--- config.mk ---
export PLATFORM = sky130hd
export DESIGN_NAME = reorder_buffer
export DESIGN_NICKNAME = d
export VERILOG_FILES = /design/src/ooo_pkg.sv /design/src/reorder_buffer.sv
export SDC_FILE = /design/constraint.sdc
export NUM_CORES = 1
export LEC_CHECK = 0
export ABC_AREA = 1
export BUFFER_PORTS_ARGS = -buffer_cell sky130_fd_sc_hd__clkbuf_2
export CORE_UTILIZATION = 30
export CTS_CLUSTER_SIZE = 25
export DETAILED_ROUTE_END_ITERATION = 12
export RECOVER_POWER = 25
export REMOVE_ABC_BUFFERS = 1
export SYNTH_ARGS = -nofsm -noshare
export SYNTH_HDL_FRONTEND = slang
export SYNTH_SLANG_ARGS = --single-unit
--- constraint.sdc ---
create_clock -name clock -period 2.7 [get_ports clock]
set_input_delay 0.405 -clock clock [delete_from_list [all_inputs] [get_ports clock]]
set_output_delay 0.405 -clock clock [all_outputs]
set_load 0.005 [all_outputs]
--- src/ooo_pkg.sv ---
`default_nettype none

package ooo_pkg;

    localparam int xlen = 32; // rv32 data path

    typedef logic [4:0] reg_idx_t; // x0..x31

    // alu operation, mul steers to the multiplier
    typedef enum logic [2:0] {
        alu_add,
        alu_sub,
        alu_and,
        alu_or,
        alu_xor,
        alu_slt,
        alu_mul
    } alu_op_e;

    //////////////////////////////
    // opcode and function codes
    //////////////////////////////
    localparam logic [6:0] op_reg = 7'b0110011; // r-type alu
    localparam logic [6:0] op_imm = 7'b0010011; // i-type alu

    localparam logic [2:0] f3_add = 3'b000; // shared by sub and mul
    localparam logic [2:0] f3_slt = 3'b010;
    localparam logic [2:0] f3_xor = 3'b100;
    localparam logic [2:0] f3_or  = 3'b110;
    localparam logic [2:0] f3_and = 3'b111;

    localparam logic [6:0] f7_base = 7'b0000000;
    localparam logic [6:0] f7_sub  = 7'b0100000;
    localparam logic [6:0] f7_mul  = 7'b0000001; // m extension

    // same 32 bits, read as r-type or i-type
    typedef union packed {
        struct packed {
            logic [6:0] funct7;
            reg_idx_t   rs2;
            reg_idx_t   rs1;
            logic [2:0] funct3;
            reg_idx_t   rd;
            logic [6:0] opcode;
        } r_fields;
        struct packed {
            logic [11:0] imm;
            reg_idx_t    rs1;
            logic [2:0]  funct3;
            reg_idx_t    rd;
            logic [6:0]  opcode;
        } i_fields;
    } inst_word_u;

endpackage

`default_nettype wire
--- src/reorder_buffer.sv ---
`default_nettype none

module reorder_buffer import ooo_pkg::*; #(
    parameter  int rob_depth = 8,
    localparam int tag_w     = $clog2(rob_depth)
) (
    input  wire                   clock,
    input  wire                   reset,
    input  wire                   dispatch,
    input  wire reg_idx_t         dispatch_rd,
    output logic [tag_w-1:0]      tail_tag,
    output logic                  rob_full,
    input  wire [tag_w-1:0]       query_tag1,
    input  wire [tag_w-1:0]       query_tag2,
    output logic                  query_done1,
    output logic [xlen-1:0]       query_value1,
    output logic                  query_done2,
    output logic [xlen-1:0]       query_value2,
    input  wire                   cdb_valid,
    input  wire [tag_w-1:0]       cdb_tag,
    input  wire [xlen-1:0]        cdb_value,
    output logic                  retire,
    output reg_idx_t              retire_rd,
    output logic [tag_w-1:0]      retire_tag,
    output logic [xlen-1:0]       retire_value
);

    reg_idx_t             ent_rd    [rob_depth];
    logic [xlen-1:0]      ent_value [rob_depth];
    logic [rob_depth-1:0] ent_done;

    logic [tag_w-1:0] head;  // oldest
    logic [tag_w-1:0] tail;  // next free
    logic [tag_w:0]   count; // one extra bit to tell full from empty

    // circular increment, depth need not be a power of two
    function automatic logic [tag_w-1:0] next_ptr(input logic [tag_w-1:0] p);
        return (p == tag_w'(rob_depth - 1)) ? '0 : p + 1'b1;
    endfunction

    assign tail_tag = tail; // new tag is the slot index
    assign rob_full = (count == (tag_w + 1)'(rob_depth));

    //////////////////////////////
    // operand lookup for dispatch
    //////////////////////////////
    assign query_done1  = ent_done[query_tag1];
    assign query_value1 = ent_value[query_tag1];
    assign query_done2  = ent_done[query_tag2];
    assign query_value2 = ent_value[query_tag2];

    //////////////////////////////
    // retire from head
    //////////////////////////////
    assign retire       = (count != '0) && ent_done[head];
    assign retire_rd    = ent_rd[head];
    assign retire_tag   = head;
    assign retire_value = ent_value[head];

    always_ff @(posedge clock) begin
        if (reset) begin
            head     <= '0;
            tail     <= '0;
            count    <= '0;
            ent_done <= '0;
        end else begin
            if (dispatch) begin
                ent_rd[tail]   <= dispatch_rd;
                ent_done[tail] <= 1'b0;
                tail           <= next_ptr(tail);
            end
            if (cdb_valid) begin // never hits the free tail slot
                ent_done[cdb_tag]  <= 1'b1;
                ent_value[cdb_tag] <= cdb_value;
            end
            if (retire) begin
                head <= next_ptr(head);
            end
            case ({dispatch, retire})
                2'b10:   count <= count + 1'b1;
                2'b01:   count <= count - 1'b1;
                default: count <= count; // both or neither
            endcase
        end
    end

endmodule

`default_nettype wire

==> impl_metrics.yaml, run 1 <==
run_status:
  outcome: "finished, final reports clean"
setup_path:
  crit_required_ns: 2.30
  cp.arrival_ns: 2.25
  r2r-start: "retire_tag[0]"
  cp_max_fo: 58
  r2r-end: "count[2]"
  cp-start-kind: "register"
  reg2reg_slack_ns: 0.31
  cp-end-kind: "primary output"
  reg2regPathDepth: 15
  crit_type: "reg2out"
pwr:
  powerDensity_nw_per_um2: 692
  irDropWorstVdd_mv: 0.560
  p_leak_nw: 7.08
logic_synthesis:
  async_reset_ff_share_pct: 0
  syn_area_um2: 16900
  synthDistinctLibCells: 30
  ys_seq_area_share_pct: 55.2
  synthAdderAreaFrac_pct: 0.519
  synth-compound-area-share_pct: 27.4
  yosys_warnings: 0
  syn_area_per_cell_um2: 9.08
  yosys.area_share.xor_xnor_pct: 0.156
  muxShareOfSynthArea_pct: 0
  ys_ff_latch: 317
  synth_flop_cell: "edfxtp_1"
  synth_top_family_by_area: "compound AO/OA/AOI/OAI gates"
  yosys-top-cells-area: "edfxtp_1 (53%), o21ai_0 (11%), a21oi_1 (6.2%), nand2_1 (5.0%), o211ai_1 (4.5%)"
  syn_inst: 1857
  synth_top_area_share_pct: 52.7
  synth-edff-count: 296
  synth_top_area_cell: "edfxtp_1"
  synth-simple-area-share_pct: 9.11
routing:
  post_drt_wl_per_cell_um: 21.8
  ant_nets: 0
  routed_wirelength_um: 60000
  dr.pass1.iters: 6
  routed_via_density: 5.60
  drc: 0
  drtIter0Drc: 1942
  vias: 15400
floorplanning:
  dieArea_um2: 57200
  die_h_um: 239
  num_rows: 86
  die_x_um: 239
  io_pins: 161
  initial_core_util_pct: 30.5
  core_um2: 55300
final_layout:
  design_area_um2: 20100
  layout-drive-gt1-share_pct: 14.3
  syn_to_final_growth_pct: 19.0
  post-route-util_pct: 36.3
  final_nets: 2038
  final_cells: 2753
  layout_common_cells: "o21ai_0 (376), edfxtp_1 (296), nand2_1 (225), a21oi_1 (208), nor2_1 (145)"
  layout_commonest_cell: "o21ai_0"
flow_run:
  drv_cap: 0
placed_design:
  gp_congestion: 0.801
  io_buffer_count: 160
  pre_cts_ws_ns: 0.330
  dp_hpwl_um: 35400
  dp_cells: 2677
  placed_cell_area_um2: 18700
clock_network:
  hold_buffers: 0
  cts_tree: "done"
  htree_levels: 2
  cts_inserted_buffers: 39
  clock_sinks: 317
  cts.clk_slew.worst_paths_ns: 0.05
  root_buffer: "clkbuf_16"
  clk_latency_ns: 0.55
  clk_path_buf_depth: 3
timing:
  fmax_ghz: 0.376
  skew_ns: 0.0163
  rsz0062_at_grt: "true"
  final.setup.worst_slack_ns: 0.0435
  max-slew-margin-rel_pct: 44.3
  hold_slack_ns: 0.163
  hold_violations: 0
  fin_crit_sh_pct: 98.4
  drv_slew: 0
  tightest_slew_ns: 0.829
  setup_viol: 0
  fin_crit_ns: 2.66
grt:
  grt_max_degree: 86
  grt.overflow.total: 0
  first_global_vias: 14500
  track_usage_pct: 20.1
  grt_pass1_wl_um: 86400
  antenna_found_initial: 5
min_path:
  min_from: "cdb_value[19]"
  worstHoldPathCells: 1
  hold_class: "in2reg"
  hold-path-endpoint: "ent_value[3][19]"
-- synth_stat cells, types with 10 or more instances --
master    number
a21oi_1      208
o21ai_1       46
dfxtp_1       21
clkbuf_1      61
buf_2         73
o211ai_1     100
nand2_1      225
edfxtp_1     296
nor2_1       153
a31oi_1      103
inv_1        125
o21ai_0      377
buf_6         10
-- how the worst max path moves through the flow --
stage                                   to  cells past startpoint
after global placement    query_value2[13]                      7
after CTS                  retire_value[8]                      7
after detailed placement  query_value2[21]                      7
after global routing       retire_value[9]                      7
after floorplan               retire_rd[0]                      5
final                      retire_value[9]                      7
-- cell families (layout without fill, tap and decap cells) --
kind of cell             Yosys count  after routing
AO/OA/AOI/OAI                    843            843
XOR/XNOR                           3              3
adder cells (fa/ha/maj)            7              7
buffers and inverters            287            434
flip-flops                       317            317
other                              0              1
AND/OR/NAND/NOR                  400            400
-- layer usage --
| metal | track usage [%] | up-vias | routed length [um] |
|---|---|---|---|
| li1 | - | 6987 | - |
| met1 | 26.9 | 7372 | 25300 |
| met2 | 31.7 | 895 | 27400 |
| met3 | 4.13 | 159 | 5610 |
| met4 | 7.52 | 8 | 1590 |
| met5 | 0 | - | 47 |
-- power breakdown --
part	internal (W)	switching, W	total, W
Combinational	0.00122	0.00219	0.00340
Clock	0.00279	0.00204	0.00483
Sequential	0.00552	0.000137	0.00565
Total	0.00952	0.00436	0.0139
-- critical path: stages, from the launching register on --
cell and delay (ns):
dfxtp_4 0.49, buf_12 0.14, buf_12 0.23, o21ai_0 0.14, o21ai_1 0.16, a21oi_1 0.08
a31oi_2 0.29, clkbuf_2 0.17
-- state kept, by name, summed over array words and instances (netlist names), named ones only --
signal      flops
count           4
ent_done        8
ent_rd         40
ent_value     256
retire_tag      3
tail_tag        3
-- timing repair --
item / in CTS / in global routing
resized for setup: 5 / 12
buffers inserted: 3 / 3
endpoints found under the setup margin: 25 / 13
cloned: 2 / 3
-- through the flow --
stage,setup TNS [ns],total power [W]
after detailed placement,0,0.00875
after global routing,-0.171,0.0145
final,0,0.0139
after CTS,0,0.0138
after global placement,0,0.00867
after floorplan,-78.19,0.00727
-- layout make-up --
cell class              count  area [um^2]
multi-input cells        1253         6370
inverters                 134          532
repair inverters            1         11.3
clock inverters            17          125
flip-flops and latches    317         9320
well taps                 748          936
repair buffers            235         1750
diodes                      1         2.50
clock buffers              47         1030
fillers                  5470        35200
Note: power is estimated with default switching activity, not from simulation.
==> run 2: changes to the inputs <==
Settings changed: PLACE_DENSITY set to 0.56.
Clock period 2.7 ns to 2.52 ns, I/O delays scaled along.
==> run 2 against run 1 <==
Effect of this change:
- total power rose by 9.8%
- via count down 1.4%
- register-to-register slack about the same
- sequential share of layout area fell by 0.44 points
- final cell count rose by 0.44%
==> impl_metrics.yaml, run 2 (synthesis results as in run 1) <==
clock_network:
  root_buffer: "clkbuf_16"
  clock_sinks: 317
  cts_inserted_buffers: 38
  clk_latency_ns: 0.55
  clk_path_buf_depth: 3
  cts_tree: "done"
  cts.clk_slew.worst_paths_ns: 0.06
  htree_levels: 2
floorplanning:
  die_x_um: 239
  dieArea_um2: 57200
  num_rows: 86
  die_h_um: 239
  initial_core_util_pct: 30.5
  core_um2: 55300
  io_pins: 161
final_layout:
  nFillCells: 5444
  regMostFlops: "ent_value"
  layout_common_cells: "o21ai_0 (366), edfxtp_1 (296), nand2_1 (225), a21oi_1 (207), nor2_1 (145)"
  largest_register_ffs: 256
  layout_commonest_cell: "o21ai_0"
  final_nets: 2046
  syn_to_final_growth_pct: 20.2
  regArea_um2: 9320
  layout-drive-gt1-share_pct: 15.1
  multi_input_area_um2: 6370
  post-route-util_pct: 36.7
  largest_registers: "ent_value: 256 flops, ent_rd: 40 flops, ent_done: 8 flops"
timing:
  final.setup.worst_slack_ns: 0.0467
  fin_crit_ns: 2.47
  fin_crit_sh_pct: 98.1
  tightest_slew_ns: 0.708
  hold_violations: 0
  drv_slew: 0
  fmax_ghz: 0.404
  setup_viol: 0
  rsz0062_at_grt: "true"
  max-slew-margin-rel_pct: 52.4
  skew_ns: 0.00324
placed_design:
  gp_congestion: 0.836
  io_buffer_count: 160
  pre_cts_ws_ns: 0.119
  dp_hpwl_um: 35600
routing:
  dr.pass1.iters: 8
  vias: 15200
  drc: 0
  routed_wirelength_um: 58200
  post_drt_wl_per_cell_um: 21.0
  ant_nets: 0
  routed_via_density: 5.50
  drtIter0Drc: 1336
pwr:
  powerDensity_nw_per_um2: 752
  irDropWorstVdd_mv: 0.560
  p_leak_nw: 7.19
setup_path:
  cp.arrival_ns: 2.10
  crit_required_ns: 2.14
  reg2regPathDepth: 15
  cp_max_fo: 32
  crit_type: "reg2out"
  cp-end-kind: "primary output"
  cp-start-kind: "register"
min_path:
  worstHoldPathCells: 1
  hold_class: "in2reg"
grt:
  antenna_found_initial: 3
  track_usage_pct: 19.7
  grt.overflow.total: 0
  grt_pass1_wl_um: 84900
  first_global_vias: 14300
  grt_max_degree: 85
run_status:
  outcome: "finished, final reports clean"
flow_run:
  drv_cap: 0
run 2: power breakdown:
group	leakage, nW	switching (W)	total (W)	internal (W)
logic	3.72	0.00225	0.00357	0.00133
registers	2.85	0.000158	0.00607	0.00591
clock network	0.622	0.00217	0.00561	0.00344
total	7.19	0.00457	0.0153	0.0107
run 2: repair_timing:
action                                  4_1_cts  5_1_grt
endpoints found under the setup margin       35       31
gates resized for setup                      15       29
pin swaps                                     1        2
hold buffers                                  0        0
cloned                                        1        2
setup buffers                                 4        6
run 2: worst paths after layout:
path	start	end	slack [ns]
worst max-delay path	register	retire_value[24]	0.05
worst min-delay path	cdb_value[21]	ent_value[1][21]	0.14
worst max register to register	retire_tag[0]	count[2]	0.32
worst min register to register	ent_done[1]	ent_done[1]	0.51
run 2: critical path, cell delays in order, from the launching register on:
cell	delay, ns
dfxtp_4	0.50
clkinv_2	0.25
buf_12	0.26
a21oi_1	0.26
a31oi_1	0.09
clkbuf_2	0.16
run 2: layout make-up:
| type | count | area share [%] |
|---|---|---|
| multi-input combinational | 1253 | 31.4 |
| inverter | 134 | 2.59 |
| tap | 748 | 4.62 |
| timing repair buffer | 245 | 9.10 |
| antenna | 2 | 0.0247 |
| clock buffer | 52 | 5.40 |
| sequential | 317 | 46.0 |
| clock inverter | 14 | 0.870 |
run 2: stage by stage:
stage	hold WS (ns)	std cells	power [W]	TNS [ns]	area, um^2
after global routing	0.142	2763	0.0159	-0.267	20300
after CTS	0.0789	2755	0.0152	-0.0218	20100
after floorplan	0.456	1704	0.00779	-83.86	16100
after global placement	0.488	2684	0.00935	0	18700
final	0.138	2765	0.0153	0	20300
after detailed placement	0.498	2684	0.00942	0	18700
run 2: metal layers:
metal | up-vias | track usage [%] | part of all wire, %
met5 | - | 0 | 0.022
met1 | 7282 | 26.0 | 42
li1 | 7008 | - | -
met4 | 2 | 7.21 | 2.7
met3 | 122 | 4.85 | 9.7
met2 | 785 | 31.1 | 45
==> run 3: changes to the inputs <==
Settings changed: PLACE_DENSITY 0.56 to 0.47.
==> run 3 against run 2 <==
Effect of this change:
- sequential power is essentially flat
- critical path type unchanged
- clock power down 0.9%
- critical endpoint is now retire_value[30]
- critical path depth rose by 2
==> impl_metrics.yaml, run 3 (synthesis results as in run 1) <==
setup_path:
  reg2regPathDepth: 15
  reg2reg_slack_ns: 0.35
  crit_type: "reg2out"
  cp_max_fo: 34
  r2r-end: "count[2]"
  cp-start-kind: "register"
  cp-end-kind: "primary output"
  cp.arrival_ns: 2.07
  r2r-start: "retire_tag[0]"
  slowest_delay_ns: 0.46
  crit_required_ns: 2.14
  cp_cell_sequence: "buf_12 > buf_16 > o21ai_0 > o21ai_0 > a21oi_1 > a31oi_1 > clkbuf_2"
  crit_slowest_cell: "dfxtp_4"
  crit_top_cell: "o21ai_0"
routing:
  routed_via_density: 5.40
  post_drt_wl_per_cell_um: 21.3
  drtIter0Drc: 1401
  vias: 15000
  drc: 0
  dr.pass1.iters: 8
  ant_nets: 0
  routed_wirelength_um: 59000
clock_network:
  clock_sinks: 317
  clk_path_buf_depth: 3
  cts_tree: "done"
  root_buffer: "clkbuf_16"
  hold_buffers: 0
  clk_latency_ns: 0.55
  cts.clk_slew.worst_paths_ns: 0.06
  cts_inserted_buffers: 40
  htree_levels: 2
placed_design:
  dp_hpwl_um: 35700
  pre_cts_ws_ns: 0.249
  placed_cell_area_um2: 18900
  gp_congestion: 0.789
  io_buffer_count: 160
grt:
  antenna_found_initial: 5
  grt_pass1_wl_um: 87400
  grt.overflow.total: 0
  first_global_vias: 14400
  track_usage_pct: 20.3
  grt_max_degree: 73
min_path:
  hold_class: "in2reg"
  min_from: "cdb_value[24]"
  worstHoldPathCells: 1
  hold-path-endpoint: "ent_value[5][24]"
final_layout:
  regMostFlops: "ent_value"
  largest_register_ffs: 256
  syn_to_final_growth_pct: 20.5
  layout-drive-gt1-share_pct: 15.0
  design_area_um2: 20300
  largest_registers: "ent_value: 256 flops, ent_rd: 40 flops, ent_done: 8 flops"
  layout_commonest_cell: "o21ai_0"
  layout_common_cells: "o21ai_0 (375), edfxtp_1 (296), nand2_1 (225), a21oi_1 (208), nor2_1 (145)"
  final_nets: 2051
  diodes: 0
timing:
  skew_ns: 0.0121
  hold_slack_ns: 0.147
  hold_violations: 0
  setup_viol: 0
  drv_slew: 0
  final.setup.worst_slack_ns: 0.0675
  fin_crit_sh_pct: 97.3
  rsz0062_at_grt: "true"
  max-slew-margin-rel_pct: 62.7
  fin_crit_ns: 2.45
  tightest_slew_ns: 0.558
  fmax_ghz: 0.408
pwr:
  p_leak_nw: 7.22
  irDropWorstVdd_mv: 0.413
  powerDensity_nw_per_um2: 748
floorplanning:
  dieArea_um2: 57200
  die_x_um: 239
  initial_core_util_pct: 30.5
  io_pins: 161
  die_h_um: 239
  num_rows: 86
  core_um2: 55300
flow_run:
  drv_cap: 0
run_status:
  outcome: "finished, final reports clean"
==> run 3: cell count changes in the layout (fill, tap and decap cells not counted), moves of 4 or more <==
cell and delta:
o21ai_0 +9, a31oi_2 +4, clkinv_1 +12, clkinv_2 +7
a31oi_1 -4, o21ai_1 -9
==> run 3: final cells by class <==
class	count	area [um^2]
Sequential cell	317	9320
Multi-Input combinational cell	1253	6390
Inverter	134	519
Timing Repair Buffer	248	1910
Tap cell	748	936
Fill cell	5526	35000
Clock inverter	27	221
Clock buffer	44	1040
==> run 3: stage by stage <==
stage | total power (W) | std cells | util [%] | TNS, ns
2_1_floorplan | 0.00779 | 1704 | - | -83.86
3_3_place_gp | 0.00943 | 2692 | 34.1 | 0
3_5_place_dp | 0.00947 | 2692 | 34.1 | 0
4_1_cts | 0.0152 | 2766 | 36.6 | -0.0545
5_1_grt | 0.0159 | 2771 | 36.8 | -0.169
6_report | 0.0152 | 2771 | 36.8 | 0
==> run 3: metal layers <==
| metal | track usage [%] | wire, um |
|---|---|---|
| met2 | 32.7 | 27300 |
| met3 | 3.49 | 4250 |
| met5 | 0 | 61 |
| met1 | 27.2 | 25500 |
| met4 | 7.81 | 1950 |
==> run 3: worst max-delay path by stage <==
| stage | from | to | slack [ns] | depth (start not counted) |
|---|---|---|---|---|
| final | register | retire_value[30] | 0.07 | 7 |
| after CTS | register | retire_value[21] | -0.04 | 6 |
| after floorplan | register | retire_rd[0] | -2.28 | 5 |
| after global routing | register | retire_value[30] | -0.07 | 7 |
| after detailed placement | retire_tag[0] | count[2] | 0.25 | 15 |
| after global placement | retire_tag[0] | count[2] | 0.30 | 15 |
==> run 3: power by group <==
| group | switching (W) | internal, W | total [W] |
|---|---|---|---|
| sequential | 0.000143 | 0.00591 | 0.00605 |
| clock | 0.00221 | 0.00335 | 0.00556 |
| combinational | 0.00225 | 0.00135 | 0.00360 |
| total | 0.00461 | 0.0106 | 0.0152 |
==> run 3: critical path, delay by kind of cell, from the launching register on <==
kind | cells | cell delay (ns)
compound gates | 4 | 0.53
buf+inv | 3 | 0.53
flops | 1 | 0.46
==> run 3: repair_timing <==
action                                  in CTS  in global routing
pin swaps                                    0                  2
endpoints found under the setup margin      37                 25
buffers inserted                             2                  4
cloned                                       1                  1
endpoints found under the hold margin        0                  0
resized for setup                           10                 20
